`config.mk`:
```
export PLATFORM = sky130hd
export DESIGN_NAME = layers
export DESIGN_NICKNAME = d
export VERILOG_FILES = /design/src/logic/layers_pkg.sv /design/src/logic/layer_decode.sv /design/src/logic/layer_execute.sv /design/src/logic/layer_result.sv /design/src/logic/layers.sv
export SDC_FILE = /design/constraint.sdc
export NUM_CORES = 2
export LEC_CHECK = 0
export ABC_AREA = 1
export ABC_CLOCK_PERIOD_IN_PS = 6100
export BUFFER_PORTS_ARGS = -buffer_cell sky130_fd_sc_hd__buf_2
export CORE_MARGIN = 2
export CORE_UTILIZATION = 59
export CTS_BUF_LIST = sky130_fd_sc_hd__clkbuf_16
export DETAILED_ROUTE_END_ITERATION = 6
export GPL_TIMING_DRIVEN = 0
export PLACE_DENSITY = 0.76
export SLEW_MARGIN = 20
export SYNTH_ARGS = -nofsm -noshare
export SYNTH_HDL_FRONTEND = slang
export SYNTH_HIERARCHICAL = 1
export SYNTH_SLANG_ARGS = --single-unit
```
`constraint.sdc`:
```
create_clock -name clk -period 6.1 [get_ports clk]
set_input_delay 0.915 -clock clk [delete_from_list [all_inputs] [get_ports clk]]
set_output_delay 0.915 -clock clk [all_outputs]
set_load 0.02 [all_outputs]
```
`src/logic/layers_pkg.sv`:
```
package layers_pkg;

    // datapath sizes
    localparam int DEPTH_NB  = 2;
    localparam int GROUP_NB  = 2;
    localparam int IMG_WIDTH = 8;
    localparam int KER_WIDTH = 8;
    localparam int ACC_WIDTH = 24;

    // configuration port
    localparam int CFG_DWIDTH      = 32;
    localparam int CFG_AWIDTH      = 5;
    localparam int CFG_LAYERS_ADDR = 3;

    // field positions inside the configuration word
    localparam int CFG_BYPASS_BIT  = 16;
    localparam int CFG_POOL_LSB    = 8;
    localparam int CFG_POOL_WIDTH  = 8;
    localparam int CFG_SHIFT_LSB   = 0;
    localparam int CFG_SHIFT_WIDTH = 8;

    typedef logic signed [IMG_WIDTH-1:0] pixel_t;
    typedef logic signed [KER_WIDTH-1:0] weight_t;
    typedef logic signed [ACC_WIDTH-1:0] acc_t;
    typedef logic [CFG_DWIDTH-1:0]       cfg_data_t;
    typedef logic [CFG_AWIDTH-1:0]       cfg_addr_t;

    typedef struct packed {
        pixel_t [GROUP_NB-1:0] pix;
    } image_beat_t;

    // one weight per depth and group lane
    typedef struct packed {
        weight_t [DEPTH_NB-1:0][GROUP_NB-1:0] w;
    } kernel_set_t;

    typedef weight_t [DEPTH_NB-1:0] bias_set_t;
    typedef acc_t [DEPTH_NB-1:0]    depth_acc_t;
    typedef pixel_t [DEPTH_NB-1:0]  result_bus_t;

    typedef struct packed {
        logic                       bypass;
        logic [CFG_POOL_WIDTH-1:0]  pool_nb;
        logic [CFG_SHIFT_WIDTH-1:0] shift;
    } layer_cfg_t;

    typedef enum logic [1:0] {UP_RESET, UP_READY, UP_DONE} up_state_t;
    typedef enum logic [1:0] {POOL_IDLE, POOL_SUM, POOL_HOLD} pool_state_t;

endpackage

```
`src/logic/layer_decode.sv`:
```
`timescale 1ns/10ps

module layer_decode
    import layers_pkg::*;
(
    input  logic        clk,
    input  logic        rst,

    input  cfg_data_t   cfg_data,
    input  cfg_addr_t   cfg_addr,
    input  logic        cfg_valid,

    input  image_beat_t image_bus,
    input  logic        image_last,
    input  logic        image_val,
    output logic        image_rdy,
    output logic        kernel_rdy,

    input  logic        window_done,

    output layer_cfg_t  cfg,
    output logic        mac_valid,
    output image_beat_t mac_beat,
    output logic        mac_clear,
    output logic        window_end
);

    up_state_t up_state;
    up_state_t up_state_nx;

    logic accept;
    logic window_open;
    logic last_beat;

    // configuration register, written only at its own address
    always_ff @(posedge clk) begin
        if (rst) begin
            cfg <= '0;
        end else if (cfg_valid && (cfg_addr == cfg_addr_t'(CFG_LAYERS_ADDR))) begin
            cfg.bypass  <= cfg_data[CFG_BYPASS_BIT];
            cfg.pool_nb <= cfg_data[CFG_POOL_LSB +: CFG_POOL_WIDTH];
            cfg.shift   <= cfg_data[CFG_SHIFT_LSB +: CFG_SHIFT_WIDTH];
        end
    end

    always_ff @(posedge clk) begin
        if (rst) begin
            up_state <= UP_RESET;
        end else begin
            up_state <= up_state_nx;
        end
    end

    always_comb begin
        up_state_nx = up_state;
        case (up_state)
            UP_RESET: up_state_nx = UP_READY;
            UP_READY: begin
                if (accept && image_last) begin
                    up_state_nx = UP_DONE;
                end
            end
            // wait for execute to finish the window
            UP_DONE: begin
                if (window_done) begin
                    up_state_nx = UP_READY;
                end
            end
            default: up_state_nx = UP_RESET;
        endcase
    end

    assign image_rdy = (up_state == UP_READY);
    assign accept    = image_val && image_rdy;

    // first beat of a window is the first one taken after leaving reset or done
    always_ff @(posedge clk) begin
        if (rst) begin
            window_open <= 1'b0;
        end else if (up_state != UP_READY) begin
            window_open <= 1'b0;
        end else if (accept) begin
            window_open <= 1'b1;
        end
    end

    always_ff @(posedge clk) begin
        if (rst) begin
            kernel_rdy <= 1'b0;
            mac_clear  <= 1'b0;
            last_beat  <= 1'b0;
            window_end <= 1'b0;
        end else begin
            kernel_rdy <= accept;
            mac_clear  <= accept && !window_open;
            last_beat  <= accept && image_last;
            // accumulators hold the final value one cycle after the last mac
            window_end <= last_beat;
        end
    end

    always_ff @(posedge clk) begin
        if (accept) begin
            mac_beat <= image_bus;
        end
    end

    // kernel words arrive with kernel_rdy, so the mac runs in that cycle
    assign mac_valid = kernel_rdy;

endmodule

```
`src/logic/layer_execute.sv`:
```
`timescale 1ns/10ps

module layer_execute
    import layers_pkg::*;
(
    input  logic        clk,
    input  logic        rst,

    input  layer_cfg_t  cfg,
    input  logic        mac_valid,
    input  image_beat_t mac_beat,
    input  logic        mac_clear,
    input  logic        window_end,
    input  kernel_set_t kernel_bus,

    input  logic        result_idle,
    output logic        window_done,
    output logic        pool_valid,
    output depth_acc_t  pool_data
);

    pool_state_t pool_state;

    logic [CFG_POOL_WIDTH-1:0] pool_cnt;
    logic                      pool_last;

    acc_t [DEPTH_NB-1:0][GROUP_NB-1:0] prod;
    acc_t [DEPTH_NB-1:0][GROUP_NB-1:0] acc_q;

    depth_acc_t lane_sum;
    depth_acc_t sum_q;

    // products sign extended to accumulator width
    always_comb begin
        for (int d = 0; d < DEPTH_NB; d++) begin
            for (int g = 0; g < GROUP_NB; g++) begin
                prod[d][g] = acc_t'($signed(mac_beat.pix[g]) * $signed(kernel_bus.w[d][g]));
            end
        end
    end

    always_ff @(posedge clk) begin
        if (mac_valid) begin
            for (int d = 0; d < DEPTH_NB; d++) begin
                for (int g = 0; g < GROUP_NB; g++) begin
                    if (mac_clear) begin
                        acc_q[d][g] <= prod[d][g];
                    end else begin
                        acc_q[d][g] <= acc_q[d][g] + prod[d][g];
                    end
                end
            end
        end
    end

    always_comb begin
        for (int d = 0; d < DEPTH_NB; d++) begin
            lane_sum[d] = '0;
            for (int g = 0; g < GROUP_NB; g++) begin
                lane_sum[d] = lane_sum[d] + acc_q[d][g];
            end
        end
    end

    always_ff @(posedge clk) begin
        if (window_end) begin
            sum_q <= lane_sum;
        end
    end

    assign pool_last = (pool_cnt == cfg.pool_nb);

    // running maximum, the first window of a frame overwrites it
    always_ff @(posedge clk) begin
        if (pool_state == POOL_SUM) begin
            for (int d = 0; d < DEPTH_NB; d++) begin
                if ((pool_cnt == '0) || ($signed(sum_q[d]) > $signed(pool_data[d]))) begin
                    pool_data[d] <= sum_q[d];
                end
            end
        end
    end

    always_ff @(posedge clk) begin
        if (rst) begin
            pool_state  <= POOL_IDLE;
            pool_cnt    <= '0;
            window_done <= 1'b0;
            pool_valid  <= 1'b0;
        end else begin
            window_done <= 1'b0;
            pool_valid  <= 1'b0;
            case (pool_state)
                POOL_IDLE: begin
                    if (window_end) begin
                        pool_state <= POOL_SUM;
                    end
                end
                POOL_SUM: begin
                    if (pool_last) begin
                        pool_cnt   <= '0;
                        pool_state <= POOL_HOLD;
                    end else begin
                        pool_cnt    <= pool_cnt + 1'b1;
                        window_done <= 1'b1;
                        pool_state  <= POOL_IDLE;
                    end
                end
                // the result path still holds the previous frame
                POOL_HOLD: begin
                    if (result_idle) begin
                        pool_valid  <= 1'b1;
                        window_done <= 1'b1;
                        pool_state  <= POOL_IDLE;
                    end
                end
                default: pool_state <= POOL_IDLE;
            endcase
        end
    end

endmodule

```
`src/logic/layer_result.sv`:
```
`timescale 1ns/10ps

module layer_result
    import layers_pkg::*;
(
    input  logic        clk,
    input  logic        rst,

    input  layer_cfg_t  cfg,
    input  logic        pool_valid,
    input  depth_acc_t  pool_data,
    input  bias_set_t   bias_bus,

    output result_bus_t result_bus,
    output logic        result_val,
    input  logic        result_rdy,
    output logic        result_idle
);

    depth_acc_t bias_q;
    depth_acc_t relu_q;
    logic       bias_valid;
    logic       relu_valid;
    logic       busy;

    // arithmetic shift, then clamp into the pixel range
    function automatic pixel_t rescale(acc_t value, logic [CFG_SHIFT_WIDTH-1:0] shift);
        acc_t shifted;
        logic [ACC_WIDTH-IMG_WIDTH:0] upper;
        begin
            shifted = value >>> shift;
            upper   = shifted[ACC_WIDTH-1:IMG_WIDTH-1];
            if ((&upper) || !(|upper)) begin
                rescale = shifted[IMG_WIDTH-1:0];
            end else if (shifted[ACC_WIDTH-1]) begin
                rescale = {1'b1, {(IMG_WIDTH-1){1'b0}}};
            end else begin
                rescale = {1'b0, {(IMG_WIDTH-1){1'b1}}};
            end
        end
    endfunction

    always_ff @(posedge clk) begin
        for (int d = 0; d < DEPTH_NB; d++) begin
            if (pool_valid) begin
                bias_q[d] <= pool_data[d] + acc_t'($signed(bias_bus[d]));
            end
            if (bias_valid) begin
                // negative values clamp to zero unless bypassed
                relu_q[d] <= (!cfg.bypass && bias_q[d][ACC_WIDTH-1]) ? '0 : bias_q[d];
            end
            if (relu_valid) begin
                result_bus[d] <= rescale(relu_q[d], cfg.shift);
            end
        end
    end

    always_ff @(posedge clk) begin
        if (rst) begin
            bias_valid <= 1'b0;
            relu_valid <= 1'b0;
            result_val <= 1'b0;
            busy       <= 1'b0;
        end else begin
            bias_valid <= pool_valid;
            relu_valid <= bias_valid;
            if (relu_valid) begin
                result_val <= 1'b1;
            end else if (result_rdy) begin
                result_val <= 1'b0;
            end
            if (pool_valid) begin
                busy <= 1'b1;
            end else if (result_val && result_rdy) begin
                busy <= 1'b0;
            end
        end
    end

    assign result_idle = !(busy || pool_valid);

endmodule

```
`src/logic/layers.sv`:
```
`timescale 1ns/10ps

module layers
    import layers_pkg::*;
(
    input  logic        clk,
    input  logic        rst,

    input  cfg_data_t   cfg_data,
    input  cfg_addr_t   cfg_addr,
    input  logic        cfg_valid,

    input  image_beat_t image_bus,
    input  logic        image_last,
    input  logic        image_val,
    output logic        image_rdy,

    input  kernel_set_t kernel_bus,
    input  bias_set_t   bias_bus,
    output logic        kernel_rdy,

    output result_bus_t result_bus,
    output logic        result_val,
    input  logic        result_rdy
);

    layer_cfg_t  cfg;
    logic        mac_valid;
    image_beat_t mac_beat;
    logic        mac_clear;
    logic        window_end;
    logic        window_done;
    logic        pool_valid;
    depth_acc_t  pool_data;
    logic        result_idle;

    layer_decode decode_inst (
        .clk         (clk),
        .rst         (rst),
        .cfg_data    (cfg_data),
        .cfg_addr    (cfg_addr),
        .cfg_valid   (cfg_valid),
        .image_bus   (image_bus),
        .image_last  (image_last),
        .image_val   (image_val),
        .image_rdy   (image_rdy),
        .kernel_rdy  (kernel_rdy),
        .window_done (window_done),
        .cfg         (cfg),
        .mac_valid   (mac_valid),
        .mac_beat    (mac_beat),
        .mac_clear   (mac_clear),
        .window_end  (window_end)
    );

    layer_execute execute_inst (
        .clk         (clk),
        .rst         (rst),
        .cfg         (cfg),
        .mac_valid   (mac_valid),
        .mac_beat    (mac_beat),
        .mac_clear   (mac_clear),
        .window_end  (window_end),
        .kernel_bus  (kernel_bus),
        .result_idle (result_idle),
        .window_done (window_done),
        .pool_valid  (pool_valid),
        .pool_data   (pool_data)
    );

    layer_result result_inst (
        .clk         (clk),
        .rst         (rst),
        .cfg         (cfg),
        .pool_valid  (pool_valid),
        .pool_data   (pool_data),
        .bias_bus    (bias_bus),
        .result_bus  (result_bus),
        .result_val  (result_val),
        .result_rdy  (result_rdy),
        .result_idle (result_idle)
    );

endmodule

```
# Word-level counts from Yosys, hierarchy flattened
# Cells that the tools add are included.
# W data, S select, Z words.
word_totals:
  reg_bits: 360
  word_cells: 116
  latch_bits: 0
  mem_count: 0
  romBits: 0
  mem_bits_rw: 0
  out_inout_bits: 19
classes:
  n_reduce_logical: 31
  n_mux: 23
  n_mul: 4
  add_sub_neg: 9
  bitwise: 1
  magnitude_cmp: 2
  div: 0
  n_eq_ne: 11
  n_shift: 2
ops:
  columns: ["op", "n"]
  rows:
  - ["$add A24 B24 Y24", 6]
  - ["$mux W24", 4]
  - ["$mul A8 B8 Y16", 4]
  - ["$add A24 B8 Y24", 2]
  - ["$gt A24 B24 Y1", 2]
  - ["$sshr A24 B8 Y24", 2]
  - ["$mux W8", 5]
  - ["$reduce_and A17 Y1", 2]
  - ["$reduce_or A17 Y1", 2]
  - ["$pmux W2 S3", 2]
  - ["$mux W2", 5]
  - ["$add A8 B1 Y8 const B", 1]
  - ["$eq A8 B8 Y1", 1]
  - ["$logic_not A8 Y1", 1]
  - ["$reduce_and A2 Y1", 4]
  - ["$logic_and A1 B1 Y1", 7]
  - ["$mux W1", 6]
  - ["$ne A2 B2 Y1 const B", 3]
  - ["$eq A5 B2 Y1 const B", 1]
  - ["$logic_or A1 B1 Y1", 5]
  - ["$eq A2 B1 Y1 const B", 2]
  - ["$eq A2 B2 Y1 const B", 2]
  - ["$logic_not A1 Y1", 4]
  - ["$logic_not A2 Y1", 2]
  - ["other kinds (5)", 8]

# Depth between registers and ports, before layout
logic_depth:
  ltp_word: 5
  depth_mapped: 35

# By module
# The synthesis kept the hierarchy.
modules_own_cells:
  columns: ["mod", "seq_area_each_um2", "instances", "cells_per_inst", "area_each_um2"]
  rows:
  - ["layer_execute", 6005.8, 1, 3815, 28090.7]
  - ["layer_result", 3443.3, 1, 1243, 9131.3]
  - ["layer_decode", 960.9, 1, 197, 1620.3]

# Worst setup path after synthesis
# Ideal clock, no wire load.
synth_timing:
  path_type: "input-to-reg"
  startpoint: "in kernel_bus[26] (netlist name)"
  endpoint: "reg execute_inst/acc_q[95] (netlist name), data pin"
  cell_stages: 30
  setup_time_ps: 254
  arrival_time_ps: 5901
  slack_ps: -55
  n_path_buf: 1
  cell_sequence: "clkbuf_1 -> nand2_1 -> inv_1 -> fa_1 -> inv_1 -> fa_1 -> inv_1 -> fa_1 -> inv_1 -> fa_1 -> inv_1 -> ha_1 -> nand2_1 -> nor2_1 -> nand2_1 -> nor2_1 -> nand3b_1 -> nand3_1 -> nand2_1 -> inv_2 -> ha_1 -> inv_1 -> nor3_1 -> nand2_1 -> nor2_1 -> nand2_1 -> nand4_1 -> nand3_1 -> nand2_1 -> nand2_1"
synth_via:
  elab_chain_len: 3
synth_lines:
  columns: ["item", "line", "rtl"]
  rows:
  - ["start: declaration", "layers.sv:18", "input kernel_set_t kernel_bus,"]
  - ["$mul A8 B8 Y16 (*)", "layer_execute.sv:37", "prod[d][g] = acc_t'($signed(mac_beat.pix[g]) * $signed(kernel_bus.w[d][g]));"]
  - ["$add A24 B24 Y24", "layer_execute.sv:49", "acc_q[d][g] <= acc_q[d][g] + prod[d][g];"]
  - ["$mux W24 (*)", "layer_execute.sv:46", "if (mac_clear) begin"]
  - ["end signal: indexed assignment", "layer_execute.sv:47", "acc_q[d][g] <= prod[d][g];"]
  - ["end signal: indexed assignment", "layer_execute.sv:49", null]
  - ["end: declaration", "layer_execute.sv:28", "acc_t [DEPTH_NB-1:0][GROUP_NB-1:0] acc_q;"]
# Every way passes the cells marked *; elsewhere a longest branch is shown, timed or not.
# A chain may end at the register's enable or synchronous reset.

# Worst setup path after layout
layout_timing:
  startpoint: "reg decode_inst/mac_beat[14] (netlist name)"
  endpoint: "reg execute_inst/acc_q[37] (netlist name), data pin"
layout_via:
  elab_chain_len: 3
layout_lines:
  columns: ["item", "line"]
  rows:
  - ["$mul A8 B8 Y16 (*)", "layer_execute.sv:37"]
  - ["$add A24 B24 Y24", "layer_execute.sv:49"]
  - ["$mux W24 (*)", "layer_execute.sv:46"]
# Marks and branches as above.

==> summary.txt <==
Hold path
  – Hold Path Depth: 2
  – Worst min path class: flop to flop
  – Hold endpoint: decode_inst/window_end
  – Hold Startpoint: decode_inst/last_beat

Worst setup path
  – FF-to-FF End: execute_inst/acc_q[37]
  – Crit-path max FO: 10
  – CP Launch Type: flop
  – R2r setup slk: 180 ps
  – Reg-to-Reg Start: decode_inst/mac_beat[14]
  – Worst Setup SP: decode_inst/mac_beat[14]
  – Setup CP Type: flop to flop
  – Element type at the critical path end: flop
  – FF-to-FF path depth: 26
  – Worst EP arrival: 6230 ps
  – Req. time, crit path: 6410 ps

Yosys
  – Post-Syn Area: 38840 sq um
  – Synth top cells by count: nand2_1, inv_1, nand3_1
  – Mux cell area share after synthesis: 0.02577%
  – Post-synth top area share: 24.74%
  – Synth Area in XOR/XNOR: 3.559%
  – Yosys warnings: 6
  – Ys async rst share: 0%
  – Register area share after synthesis: 26.80%
  – Yosys top cell by area: edfxtp_1
  – Post-Syn Area per Cell: 7.391 sq um
  – Post-synthesis adder-cell area fraction: 23.38%
  – Most common cell in the synthesized netlist: nand2_1
  – Main synth FF type: edfxtp_1
  – Ranking of synthesized cells by area: edfxtp_1, nand2_1, fa_1, ha_1, inv_1
  – Synth Register Bits: 360
  – Largest family of logic cells by synthesized area: simple AND/OR/NAND/NOR gates
  – Cell variety after synth: 63
  – Syn_nets: 5951
  – Mapped Cells: 5255
  – Simple-gate share of the synthesized area: 26.10%
  – Post-synthesis compound-gate area fraction: 9.016%
  – EDFF count, synth: 320

Run
  – Max-Cap Viols: 0

Routing
  – DRC: 0
  – Routed WL: 103.3 mm
  – Drt first-iter violations: 2395
  – Vias: 34650
  – Pre-Repair DR Iteration Count: 5
  – Remaining antenna violation count after routing: 0
  – Vias per Instance: 5.494
  – WL per Instance: 16.38 um

Clock tree
  – CTS tree: done
  – CTS Buffer Depth: 3
  – # H-tree levels: 2
  – CTS clock-pin slew for the worst setup and hold paths: 60 ps
  – CTS Sinks: 360
  – Inserted Clock Buffers: 45
  – CTS root buffer: clkbuf_16
  – Hold Buf Count CTS: 0
  – Clock Latency Late Sink: 590 ps

Die
  – CORE AREA: 65510 sq um
  – Die X: 260.6 um
  – Initial Util: 59.29%
  – I/O pins: 126
  – Total Die Area: 67900 sq um
  – Site Rows: 94
  – Die height: 260.6 um

Power
  – Peak supply drop: 0.0005297 V
  – Power Internal: 12.28 mW
  – Leak: 21.88 nW
  – Part of the power in registers: 15.8%
  – Psw: 13.71 mW
  – Clk pwr share: 10.4%
  – Combinational Power Share: 73.8%
  – Power Dens Cells: 609.0 nW/um^2
  – Switch share: 52.74%

Place
  – RePlAce Congestion: 0.9929
  – Placed cell areas: 40500 sq um
  – Hpwl dp: 83.42 mm
  – Port buffer count: 82

Layout
  – Final Cell Area: 42680 sq um
  – Fin nets: 6103
  – Synth-to-layout area growth: 9.873%
  – Sequential cell area: 10410 sq um
  – Fillers: 5835
  – Area of the multi-input gates: 24600 sq um
  – Share of post-route cells with drive strength above 1: 7.810%

Timing
  – Hold slack: 398.8 ps
  – Highest clock rate: 168.9 MHz
  – Period utilization: 97.05%
  – Final setup viols: 0
  – Worst slew pin tran: 1045 ps
  – Count of pins over their slew limit: 0
  – Hold Violations, Final: 0
  – Post-layout min period: 5920 ps
  – RSZ-0062 raised after global routing: true
  – Slew margin rel.: 30.32%
  – Clock Skew: 24.61 ps
  – Setup TNS: 0 ps

Global route
  – GRT Total Usage: 30.20%
  – Antenna violations before repair: 2
  – Vias in the first global route: 33200
  – First-pass GRT wire length: 164.6 mm
  – GR Overflow Total: 0
  – Largest net degree at the start of global routing: 97

Outcome
  – Status: complete, no violations
[registers in the layout, summed over array words and instances (netlist names), 2 cells and up]
name and count:
result_inst/bias_q 48, execute_inst/acc_q 96, execute_inst/pool_data 48, decode_inst/cfg 17
result_inst/relu_q 48, result_inst/result_bus 16, decode_inst/mac_beat 16, execute_inst/pool_state 2
execute_inst/pool_cnt 8, decode_inst/up_state 2, execute_inst/sum_q 48
[worst max-delay path, stage by stage (launching register included)]
cell	delay (ps)
edfxtp_1	440
clkbuf_4	250
nand2_1	80
inv_1	60
fa_1	500
inv_1	50
fa_1	490
inv_1	50
fa_1	540
inv_1	50
fa_1	470
inv_1	40
ha_1	370
nand2_1	80
nor2_1	190
a21oi_2	100
xnor2_1	540
ha_1	290
nand2_1	90
inv_1	80
nand3_1	130
nor3_1	280
nand2_1	100
nand2_1	100
a21oi_1	60
o21ai_0	90
o21ai_0	100
[power groups by stage]
stage	clock [mW]	sequential, mW	combinational (mW)
after CTS	2.74	4.09	18.1
final	2.69	4.11	19.2
after floorplan	0	4.00	13.9
after global placement	0	4.17	17.5
after global routing	2.83	4.13	21.7
after detailed placement	0	4.14	17.9
[cell usage in the layout, fill, tap and decap left out, types with 10 or more instances in the layout]
cell type  netlist  routed
o21bai_1        24      24
or2_2           10      10
nand3_1        472     470
edfxtp_1       320     320
o21ai_1         46      52
a21oi_2          4      13
dfxtp_1         40      37
buf_2           26     111
a31oi_1         15      15
o211ai_1        16      16
xnor2_1         65      64
nor3_2           6      17
nor3_1          32      20
xor2_1          91      88
fa_1           228     224
nand4_1         76      76
ha_2             0      11
a21o_1          20      20
clkbuf_16        0      45
ha_4             0      15
o21ai_2         13      13
inv_1          977     986
a21oi_1        280     269
buf_1           17      17
clkbuf_1        86      42
ha_1           361     335
nand2_1       1349    1338
nand2_2         12      20
buf_4            6      35
nor2_2           9      15
clkbuf_2         3      21
nor2_1         376     368
o21ai_0        161     155
[cell families (layout without fill, tap and decap cells)]
family          Yosys count  after routing
compound gates          622            622
mux                       1              1
other cells               0              1
flops                   360            360
fa+ha+maj               589            589
simple gates           2395           2395
xor+xnor                157            157
buf+inv                1131           1318
[layer usage]
layer  wire length, um  vias to the layer above  track usage, %  part of all wire [%]
met1             43190                    16220           37.52                    42
met4              3877                        0           11.21                   3.8
met2             51240                     1019           54.17                    50
met5                 0                        -               0                     0
met3              5017                      228           3.147                   4.9
li1                  -                    17190               -                     -
[through the flow]
stage / cells / utilization (%) / setup WS, ps / total power [mW]
finish: 6307 / 65.15 / 180.2 / 25.99
global placement: 6201 / 61.60 / -804.8 / 21.69
global route: 6307 / 65.15 / -94.81 / 28.65
floorplan: 5255 / - / -5.151 / 17.93
detailed placement: 6206 / 61.82 / -816.5 / 22.04
CTS: 6291 / 64.22 / -9.373 / 24.92
[worst max path at each step]
stage	cells after the start	slack, ps	to
floorplan	30	-5	execute_inst/acc_q[95]
global placement	27	-800	execute_inst/acc_q[19]
detailed placement	27	-820	execute_inst/acc_q[19]
CTS	31	-9	execute_inst/acc_q[42]
global route	27	-90	execute_inst/acc_q[43]
finish	26	180	execute_inst/acc_q[37]
[final cells by class]
class	count	area share, %
Clock inverter	37	0.8121
Buffer	128	1.483
Clock buffer	45	2.639
Timing Repair Buffer	117	1.741
Tap cell	864	2.533
Inverter	991	8.751
Antenna cell	1	0.005864
Sequential cell	360	24.40
Multi-Input combinational cell	3764	57.63
[repair_timing]
item	CTS	global route
endpoints found under the setup margin	43	48
hold endpoints to repair	0	0
pin swaps	1	15
setup buffers	6	24
gates resized for setup	34	128
Note: power is estimated with default switching activity, not from simulation.
